### src/logic/board_bus_pkg.sv
package board_bus_pkg;

    localparam int BOARD_COUNT   = 4;
    localparam int BYTE_WIDTH    = 8;
    localparam int ADDRESS_WIDTH = 3;

    // Host command kinds
    typedef enum logic [1:0]
    {
        OP_WRITE4   = 2'd0,
        OP_READ4    = 2'd1,
        OP_ADC4     = 2'd2,
        OP_ADDRTEST = 2'd3
    } bus_opcode_t;

    // One pass per board, S_ADC_READ only for Adc4
    typedef enum logic [3:0]
    {
        S_IDLE,
        S_PRE_DELAY,
        S_ASSERT_ADDRESS,
        S_SETTLE,
        S_DRIVE_DATA,
        S_STROBE,
        S_RELEASE_STROBE,
        S_RELEASE_DATA,
        S_NEXT_BOARD,
        S_ADC_READ,
        S_DONE
    } seq_state_t;

endpackage
### src/logic/board_cmd_if.sv
`timescale 1ns/1ps

interface board_cmd_if;
    import board_bus_pkg::*;

    // Command towards the sequencer
    logic                                   go;
    bus_opcode_t                            opcode;
    logic [ADDRESS_WIDTH-1:0]               address;
    logic [BOARD_COUNT-1:0][BYTE_WIDTH-1:0] param_bytes; // Byte i for board i

    // Results back to the register block
    logic                           result_we;
    logic [$clog2(BOARD_COUNT)-1:0] result_index;
    logic [BYTE_WIDTH-1:0]          result_byte;
    logic                           finish;

    modport regs
    (
        output go, opcode, address, param_bytes,
        input  result_we, result_index, result_byte, finish
    );

    modport seq
    (
        input  go, opcode, address, param_bytes,
        output result_we, result_index, result_byte, finish
    );

endinterface

### src/logic/board_bus_top.sv
`timescale 1ns/1ps

module board_bus_top
#(
    parameter int unsigned CLOCK_FREQUENCY = 27_000_000,
    parameter int unsigned SETTLE_NS       = 750
)
(
    input  logic                                    clock,
    input  logic                                    rst,
    input  logic                                    start,
    input  board_bus_pkg::bus_opcode_t              opcode,
    input  logic [board_bus_pkg::ADDRESS_WIDTH-1:0] address,
    input  logic [31:0]                             param_word,
    output logic                                    busy,
    output logic                                    done,
    output logic [31:0]                             response_word,
    output logic [2:0]                              response_count,
    output logic [board_bus_pkg::BOARD_COUNT-1:0]   board_select,
    output logic [board_bus_pkg::ADDRESS_WIDTH-1:0] bus_address,
    output logic                                    test_address,
    output logic                                    rd_n,
    output logic                                    wr_n,
    output logic [board_bus_pkg::BYTE_WIDTH-1:0]    data_out,
    output logic                                    data_dir,
    input  logic [board_bus_pkg::BYTE_WIDTH-1:0]    data_in
);

    board_cmd_if cmd_bus ();

    // Host side command and response registers
    command_registers u_command_registers
    (
        .clock          (clock),
        .rst            (rst),
        .start          (start),
        .opcode         (opcode),
        .address        (address),
        .param_word     (param_word),
        .busy           (busy),
        .done           (done),
        .response_word  (response_word),
        .response_count (response_count),
        .cmd            (cmd_bus.regs)
    );

    board_bus_sequencer
    #(
        .CLOCK_FREQUENCY (CLOCK_FREQUENCY),
        .SETTLE_NS       (SETTLE_NS)
    )
    u_board_bus_sequencer
    (
        .clock        (clock),
        .rst          (rst),
        .cmd          (cmd_bus.seq),
        .board_select (board_select),
        .bus_address  (bus_address),
        .test_address (test_address),
        .rd_n         (rd_n),
        .wr_n         (wr_n),
        .data_out     (data_out),
        .data_dir     (data_dir),
        .data_in      (data_in)
    );

endmodule

### src/logic/board_bus_sequencer.sv
`timescale 1ns/1ps

module board_bus_sequencer
#(
    parameter int unsigned CLOCK_FREQUENCY = 27_000_000, // Hz
    parameter int unsigned SETTLE_NS       = 750
)
(
    input  logic                                    clock,
    input  logic                                    rst,
    board_cmd_if.seq                                cmd,
    output logic [board_bus_pkg::BOARD_COUNT-1:0]   board_select,
    output logic [board_bus_pkg::ADDRESS_WIDTH-1:0] bus_address,
    output logic                                    test_address,
    output logic                                    rd_n,
    output logic                                    wr_n,
    output logic [board_bus_pkg::BYTE_WIDTH-1:0]    data_out,
    output logic                                    data_dir,
    input  logic [board_bus_pkg::BYTE_WIDTH-1:0]    data_in
);
    import board_bus_pkg::*;

    // Settle time in clock cycles, rounded up
    localparam longint unsigned SETTLE_PRODUCT =
        longint'(CLOCK_FREQUENCY) * longint'(SETTLE_NS);
    localparam int unsigned SETTLE_RAW =
        int'((SETTLE_PRODUCT + 64'd999_999_999) / 64'd1_000_000_000);
    localparam int unsigned SETTLE_CYCLES = (SETTLE_RAW == 0) ? 1 : SETTLE_RAW;
    localparam int          CNT_W         = $clog2(SETTLE_CYCLES + 1);
    localparam logic [CNT_W-1:0] SETTLE_LOAD = CNT_W'(SETTLE_CYCLES - 1);

    seq_state_t                     state;
    logic [CNT_W-1:0]               settle_count;
    logic [$clog2(BOARD_COUNT)-1:0] board_ptr;

    logic write_pass;
    logic read_pass;
    logic last_cycle;

    assign write_pass = (cmd.opcode == OP_WRITE4) || (cmd.opcode == OP_ADC4);
    assign read_pass  = (cmd.opcode == OP_READ4) || (cmd.opcode == OP_ADDRTEST);
    assign last_cycle = (settle_count == '0);

    // Read byte taken on the last strobe cycle
    assign cmd.result_we    = last_cycle &&
                              (((state == S_STROBE) && read_pass) || (state == S_ADC_READ));
    assign cmd.result_index = board_ptr;
    assign cmd.result_byte  = data_in;
    assign cmd.finish       = (state == S_DONE);

    always_ff @(posedge clock)
    begin
        if (rst)
        begin
            state        <= S_IDLE;
            settle_count <= '0;
            board_ptr    <= '0;
            board_select <= '0;
            bus_address  <= '0;
            test_address <= 1'b0;
            rd_n         <= 1'b1;
            wr_n         <= 1'b1;
            data_dir     <= 1'b0;
        end
        else
        begin
            if (settle_count != '0)
                settle_count <= settle_count - 1'b1;

            case (state)
                S_IDLE:
                begin
                    board_ptr <= '0;
                    if (cmd.go)
                        state <= S_PRE_DELAY;
                end
                S_PRE_DELAY:
                    state <= S_ASSERT_ADDRESS;
                S_ASSERT_ADDRESS:
                begin
                    board_select <= BOARD_COUNT'(1) << board_ptr; // One board at a time
                    bus_address  <= cmd.address;
                    settle_count <= SETTLE_LOAD;
                    state        <= S_SETTLE;
                end
                S_SETTLE:
                begin
                    if (last_cycle)
                    begin
                        if (write_pass)
                            state <= S_DRIVE_DATA;
                        else
                        begin
                            // Plain read, or both strobes for the address test
                            rd_n         <= 1'b0;
                            wr_n         <= !(cmd.opcode == OP_ADDRTEST);
                            test_address <= (cmd.opcode == OP_ADDRTEST);
                            settle_count <= SETTLE_LOAD;
                            state        <= S_STROBE;
                        end
                    end
                end
                S_DRIVE_DATA:
                begin
                    wr_n         <= 1'b0; // Data is already on the bus
                    settle_count <= SETTLE_LOAD;
                    state        <= S_STROBE;
                end
                S_STROBE:
                begin
                    if (last_cycle)
                    begin
                        rd_n         <= 1'b1;
                        wr_n         <= 1'b1;
                        test_address <= 1'b0;
                        state        <= S_RELEASE_STROBE;
                    end
                end
                S_RELEASE_STROBE:
                begin
                    data_dir <= 1'b0;
                    state    <= S_RELEASE_DATA;
                end
                S_RELEASE_DATA:
                begin
                    // Adc4 reads back the conversion byte on the same board
                    if (cmd.opcode == OP_ADC4)
                    begin
                        rd_n         <= 1'b0;
                        settle_count <= SETTLE_LOAD;
                        state        <= S_ADC_READ;
                    end
                    else
                        state <= S_NEXT_BOARD;
                end
                S_ADC_READ:
                begin
                    if (last_cycle)
                    begin
                        rd_n  <= 1'b1;
                        state <= S_NEXT_BOARD;
                    end
                end
                S_NEXT_BOARD:
                begin
                    board_select <= '0;
                    if (board_ptr == BOARD_COUNT - 1)
                        state <= S_DONE;
                    else
                    begin
                        board_ptr <= board_ptr + 1'b1;
                        state     <= S_PRE_DELAY;
                    end
                end
                S_DONE:
                    state <= S_IDLE;
                default:
                    state <= S_IDLE;
            endcase

            if ((state == S_SETTLE) && last_cycle && write_pass)
                data_dir <= 1'b1; // Drive before the write strobe
        end
    end

    // Write data for the current board
    always_ff @(posedge clock)
    begin
        if ((state == S_SETTLE) && last_cycle && write_pass)
            data_out <= cmd.param_bytes[board_ptr];
    end

endmodule

### src/logic/command_registers.sv
`timescale 1ns/1ps

module command_registers
(
    input  logic                                                   clock,
    input  logic                                                   rst,
    input  logic                                                   start,
    input  board_bus_pkg::bus_opcode_t                             opcode,
    input  logic [board_bus_pkg::ADDRESS_WIDTH-1:0]                address,
    input  logic [board_bus_pkg::BOARD_COUNT*board_bus_pkg::BYTE_WIDTH-1:0] param_word,
    output logic                                                   busy,
    output logic                                                   done,
    output logic [board_bus_pkg::BOARD_COUNT*board_bus_pkg::BYTE_WIDTH-1:0] response_word,
    output logic [2:0]                                             response_count,
    board_cmd_if.regs                                              cmd
);
    import board_bus_pkg::*;

    logic accept;

    assign accept = start && !busy; // Start while busy is dropped

    // Control state
    always_ff @(posedge clock)
    begin
        if (rst)
        begin
            busy           <= 1'b0;
            done           <= 1'b0;
            cmd.go         <= 1'b0;
            response_count <= '0;
        end
        else
        begin
            cmd.go <= accept;
            done   <= cmd.finish;
            if (accept)
            begin
                busy           <= 1'b1;
                response_count <= '0;
            end
            else if (cmd.finish)
                busy <= 1'b0; // Falls together with done
            if (cmd.result_we)
                response_count <= response_count + 3'd1;
        end
    end

    // Command and response payload
    always_ff @(posedge clock)
    begin
        if (accept)
        begin
            cmd.opcode      <= opcode;
            cmd.address     <= address;
            cmd.param_bytes <= param_word;
            response_word   <= '0;
        end
        else if (cmd.result_we)
            response_word[cmd.result_index*BYTE_WIDTH +: BYTE_WIDTH] <= cmd.result_byte;
    end

endmodule

### config.mk
export PLATFORM = sky130hd
export DESIGN_NAME = board_bus_top
export DESIGN_NICKNAME = d
export VERILOG_FILES = /design/src/logic/board_bus_pkg.sv /design/src/logic/board_cmd_if.sv /design/src/logic/board_bus_top.sv /design/src/logic/board_bus_sequencer.sv /design/src/logic/command_registers.sv
export SDC_FILE = /design/constraint.sdc
export NUM_CORES = 1
export LEC_CHECK = 0
export BUFFER_PORTS_ARGS = -buffer_cell sky130_fd_sc_hd__buf_2
export CAP_MARGIN = 30
export CORE_MARGIN = 5
export CORE_UTILIZATION = 50
export DETAILED_ROUTE_END_ITERATION = 12
export PLACE_DENSITY_LB_ADDON = 0.3
export SYNTH_ARGS = -nofsm -noshare
export SYNTH_HDL_FRONTEND = slang
export SYNTH_SLANG_ARGS = --single-unit
### constraint.sdc
create_clock -name clock -period 6.85 [get_ports clock]
set_clock_uncertainty 0.05 [all_clocks]
set_input_delay 1.37 -clock clock [delete_from_list [all_inputs] [get_ports clock]]
set_output_delay 1.37 -clock clock [all_outputs]
set_load 0.05 [all_outputs]
== Word-level counts from Yosys, hierarchy flattened ==
Cells that the tools add are included.
Widths: inputs -> output; s select.
Storage, ports and cells
  output and inout port bits: 56
  input bits: 48
  register bits after elaboration: 105
Cells by class
  equality and inequality tests: 22
  shift operators: 3
  muxes and demuxes: 37
  add/subtract/negate cells: 4
  reduce and logical (&&, ||, !) cells: 29
  magnitude comparators: 1
Operators with widths (count)
  $pmux 4 s10: 1
  $neg 5->34: 1
  $shift 8x34->32 const A: 1
  $shiftx 8x34->32: 1
  $bwmux 32: 1
  $mux 4: 5
  $mux 5: 4
  $bmux 8 s2: 1
  $eq 4x3->1 const B: 4
  $mux 1: 15
  $pmux 5 s3: 1
  $eq 4x4->1 const B: 3
  $reduce_and 4->1: 3
  $reduce_bool 2->1: 6
  $ne 2x1->1 const B: 5
  $eq 4x2->1 const B: 2
  $mux 8: 1
  $pmux 4 s2: 1
  $eq 2x2->1 const B: 3
  $mux 3: 2
  $ne 2x2->1 const B: 3
  $pmux 1 s3: 2
  $reduce_bool 3->1: 2
  $logic_and 1x1->1: 5
  19 further kinds: 23

== Longest topological paths before layout ==
  depth in word-level cells: 6
  gate-level depth with buffers: 8

== By module ==
A second synthesis with hierarchy kept.
Second synthesis, totals
  cell total of the unflattened synthesis: 362
  area total of the unflattened synthesis: 4347.9 um^2
By module, submodules not included
  command_registers: area an instance 2581.2 um^2, cells an instance 184, seq. area each 1871.8 um^2, times used 1
  board_bus_sequencer: area an instance 1766.7 um^2, cells an instance 178, seq. area each 680.7 um^2, times used 1

== Worst setup path after synthesis ==
Ideal clock, no wire load.
  kind: input -> register
  from: input port start
  to: register u_command_registers.cmd.address[0], enable pin
  stages on the path: 3
  path buffers: 1
  path slack: 3569 ps
  arrival time: 2815 ps
  path through: nand2b_1 clkinv_1 clkbuf_1
On the way
  longest elaborated chain between the ends: 1
Ends and longest elaborated chain
  start: declaration: RTL line board_bus_top.sv:11  | input logic start,
  $logic_and 1x1->1: RTL line command_registers.sv:21  | assign accept = start && !busy;
  via u_command_registers.accept: RTL line command_registers.sv:19  | logic accept;
  end: declaration: RTL line board_cmd_if.sv:20  | output go, opcode, address, param_bytes,
The timed path passes the listed nets, and every way through them passes these cells.
A chain may end at the register's enable or synchronous reset.

== Worst setup path after layout ==
  from: register u_board_bus_sequencer.board_ptr[0], in the netlist u_board_bus_sequencer.cmd.result_index[0]
  to: register u_command_registers.response_word[10] in the netlist's numbering
On the way
  longest elaborated chain between the ends: 3
  elaborated cells on any way between the ends: 4
Ends and longest elaborated chain
  start: declaration: RTL line board_bus_sequencer.sv:34  | logic [$clog2(BOARD_COUNT)-1:0] board_ptr;
  start signal: assignment: RTL line board_bus_sequencer.sv:151  | board_ptr <= board_ptr + 1'b1;
  $neg 5->34 (*): RTL line command_registers.sv:60  | response_word[cmd.result_index*BYTE_WIDTH +: BYTE_WIDTH] <= cmd.result_byte;
  $shiftx 8x34->32 / $shift 8x34->32 (equally long branches): RTL line command_registers.sv:60
  $bwmux 32 (*): RTL line command_registers.sv:60
  end signal: indexed assignment: RTL line command_registers.sv:60
  end: declaration: RTL line command_registers.sv:13  | output logic [board_bus_pkg::BOARD_COUNT*board_bus_pkg::BYTE_WIDTH-1:0] response_word,
Every way passes the cells marked *; elsewhere a longest branch is shown, timed or not.

==> flow_metrics.env <==
export IMPL_status="finished, final reports clean"
export IMPL_postSynthAreaPerCell_um2=11.3
export IMPL_max_cap_violations=0
export IMPL_grt_pass1_vias=3418
export IMPL_async_flop_share_pct=0
export IMPL_rsz0062_at_grt="no"
export IMPL_nets=539
export IMPL_viasPerCell=5.73
export IMPL_clk_pin_slew_worst_paths_ps=110
export IMPL_antennaDiodeCount=0
export IMPL_hpwl_um=7070
export IMPL_hold_viol=0
export IMPL_routed_wl_um=10300
export IMPL_grt_antenna_before_repair=0
export IMPL_cp_max_fo=16
export IMPL_drive_gt1_share_pct=28.5
export IMPL_io_pins=104
export IMPL_hold_buffers=0
export IMPL_setup_violations_final=0
export IMPL_synth_flop_cell="dfxtp_1"
export IMPL_place_congestion=0.830
export IMPL_synth_top_cell_area_share_pct=30.5
export IMPL_ctsLongestPathBuffers=2
export IMPL_syn_to_final_growth_pct=17.7
export IMPL_postRouteAntennaNets=0
export IMPL_cpMaxStageDelayCell="dfxtp_1"
export IMPL_ir_drop_uv=132
export IMPL_cts_tree="built"
export IMPL_worst_pin_slew_ps=918
export IMPL_min_period_ps=2870
export IMPL_cts_resized=0
export IMPL_synthTopCellsByArea="edfxtp_1 31%, dfxtp_1 27%, a21oi_1 4.7%, o21ai_0 4.6%, nand3_1 4.2%"
export IMPL_startpoint_type="flip-flop"
export IMPL_num_rows=34
export IMPL_grt_use_total_pct=19.0
export IMPL_numCtsBuffers=9
export IMPL_syn_inst=391
export IMPL_root_buffer="clkbuf_8"
export IMPL_dieArea_um2=10800
export IMPL_fp_dieH_um=104
export IMPL_overflow=0
export IMPL_drt_pre_antenna_iters=5
export IMPL_p_leak_nw=1.93
export IMPL_cp_slowest_stage_delay_ps=880
export IMPL_required_ps=7110
export IMPL_period_share_pct=41.9
export IMPL_yosys_warnings=0
export IMPL_crit_path_end_kind="flip-flop"
export IMPL_synth_area_um2=4430
export IMPL_clkLatencyLatePin_ps=370
export IMPL_cts_htree_levels=3
export IMPL_cp_arrival_ps=3130
export IMPL_criticalPathCategory="reg2reg"
export IMPL_grt_max_degree=72
export IMPL_relSlewSlack_pct=38.4
export IMPL_p_total_mw=1.29
export IMPL_postCtsSetupBuffers=0
export IMPL_crit_chain="inv_1 -> ha_1 -> inv_1 -> nor3_1 -> nand3_1 -> a21oi_1"
export IMPL_max_freq_mhz=348
export IMPL_synth_cell_types=51
export IMPL_slew_violations=0
export IMPL_hold_class="reg2reg"
export IMPL_clock_sinks=105
export IMPL_synth_largest_area_cell="edfxtp_1"
export IMPL_dr_total_vias=3411
export IMPL_tns_ps=0
export IMPL_synth_edf_count=45
export IMPL_initial_utilization_pct=51.0
export IMPL_initialDrtViolationCount=169
export IMPL_drc=0
export IMPL_port_buffer_count=103
export IMPL_grt_pass1_wl_um=16900
export IMPL_syn_num_nets=448
export IMPL_pwr_density_cell_nw_per_um2=247
export IMPL_crit_top_cell="inv_1"
export IMPL_routedWlPerCell_um=17.4
export IMPL_die_w_um=104
export IMPL_coreArea_um2=8680
export IMPL_synth_seq_cells=105
export IMPL_ys_seq_area_share_pct=57.7
placed cells by master, fill, tap and decap left out, types with 3 or more instances in the layout:
master     netlist  routed
a2111oi_4        4       4
xnor2_1          6       6
ha_1             9       9
nor2b_1          3       3
a31oi_1          3       3
buf_2            0     103
nand2b_1         8       8
mux4_2           8       8
nor3_1          10      10
a22oi_1          7       7
o21ai_0         41      41
clkbuf_8         0       9
edfxtp_1        45      45
a21oi_1         42      42
o211ai_1         3       3
nand2_1          9       9
or3_1            4       4
nor2_1          16      16
buf_4            0       3
inv_1           13      13
mux2i_1          3       3
nand3_1         37      37
dfxtp_1         60      60
o22ai_1          4       4
state kept, by name (all words and copies together), names as in the netlist:
signal	count
u_command_registers.cmd.param_bytes	32
u_command_registers.response_word	32
u_board_bus_sequencer.data_out	8
u_board_bus_sequencer.settle_count	5
u_board_bus_sequencer.board_select	4
u_board_bus_sequencer.state	4
u_board_bus_sequencer.bus_address	3
u_command_registers.cmd.address	3
u_command_registers.response_count	3
u_board_bus_sequencer.cmd.result_index	2
u_command_registers.cmd.opcode	2
u_board_bus_sequencer.data_dir	1
u_board_bus_sequencer.rd_n	1
u_board_bus_sequencer.test_address	1
u_board_bus_sequencer.wr_n	1
u_command_registers.busy	1
u_command_registers.cmd.go	1
u_command_registers.done	1
per-stage QoR:
step	instances	worst slack, ps	hold WS [ps]	utilization (%)	instance area (µm²)
finish	595	3980	424	60.0	5210
global route	595	3690	451	60.0	5210
CTS	595	3970	430	60.0	5210
detailed placement	579	3970	400	57.5	4990
global placement	579	4080	397	57.5	4990
floorplan	391	3570	406	-	4430
critical path, delay by kind of cell, from the launching register on:
| kind | cells | cell delay, ps |
|---|---|---|
| flops | 1 | 880 |
| fa+ha+maj | 1 | 400 |
| buf+inv | 2 | 370 |
| simple gates | 2 | 910 |
| compound gates | 1 | 180 |
worst paths after layout:
check / cells past startpoint / from / slack (ps) / endpoint
setup reg to reg: 6 / u_board_bus_sequencer.cmd.result_index[0]$_SDFFE_PP0P_ / 3980 / u_command_registers.response_word[10]$_SDFFE_PP0P_
hold / removal: 2 / u_board_bus_sequencer.wr_n$_SDFFE_PP1P_ / 420 / u_board_bus_sequencer.wr_n$_SDFFE_PP1P_
hold reg to reg: 2 / u_board_bus_sequencer.wr_n$_SDFFE_PP1P_ / 420 / u_board_bus_sequencer.wr_n$_SDFFE_PP1P_
setup / recovery: 6 / u_board_bus_sequencer.cmd.result_index[0]$_SDFFE_PP0P_ / 3980 / u_command_registers.response_word[10]$_SDFFE_PP0P_
report_power, final:
part / switching (mW) / total, mW / internal [mW]
Combinational: 0.111 / 0.179 / 0.0679
Sequential: 0.0212 / 0.704 / 0.683
Clock: 0.226 / 0.404 / 0.179
kinds of logic after synthesis:
kind of cell / share of synthesized area (%)
buffers and inverters: 3.56
AOI/OAI and AO/OA: 17.5
adders and majority gates: 2.54
muxes: 5.09
DFF: 57.7
xor gates and xnor gates: 1.39
and+or+nand+nor: 12.2
cell type report:
| class | count | area [µm²] |
|---|---|---|
| flip-flops and latches | 105 | 2550 |
| clock inverters | 6 | 86.3 |
| repair buffers | 106 | 538 |
| fillers | 764 | 3470 |
| inverters | 14 | 52.6 |
| well taps | 108 | 135 |
| multi-input cells | 246 | 1720 |
| clock buffers | 10 | 128 |
cell usage after synthesis, types with 2 or more instances:
cell type  number
mux2i_1         3
a2111oi_4       4
edfxtp_1       45
mux4_2          8
nand3_1        37
nand2_1         9
ha_1            9
nand2b_1        8
o21a_1          2
buf_1           4
o211ai_1        3
o22ai_1         4
a211o_1         2
a22oi_1         7
nor2_1         16
o21ai_0        41
nor3_1         10
xnor2_1         6
inv_1          13
or3_1           4
nor2b_1         3
dfxtp_1        60
clkbuf_1       21
nand3b_1        2
a31oi_1         3
a21oi_1        42
layer usage:
| layer | track usage [%] | vias up | wire length, µm |
|---|---|---|---|
| li1 | - | 1636 | - |
| met1 | 24.0 | 1644 | 4200 |
| met2 | 32.6 | 120 | 5270 |
| met3 | 4.03 | 11 | 748 |
| met4 | 5.55 | 0 | 119 |
| met5 | 0 | - | 0 |
Power figures use the tool's default switching activity.
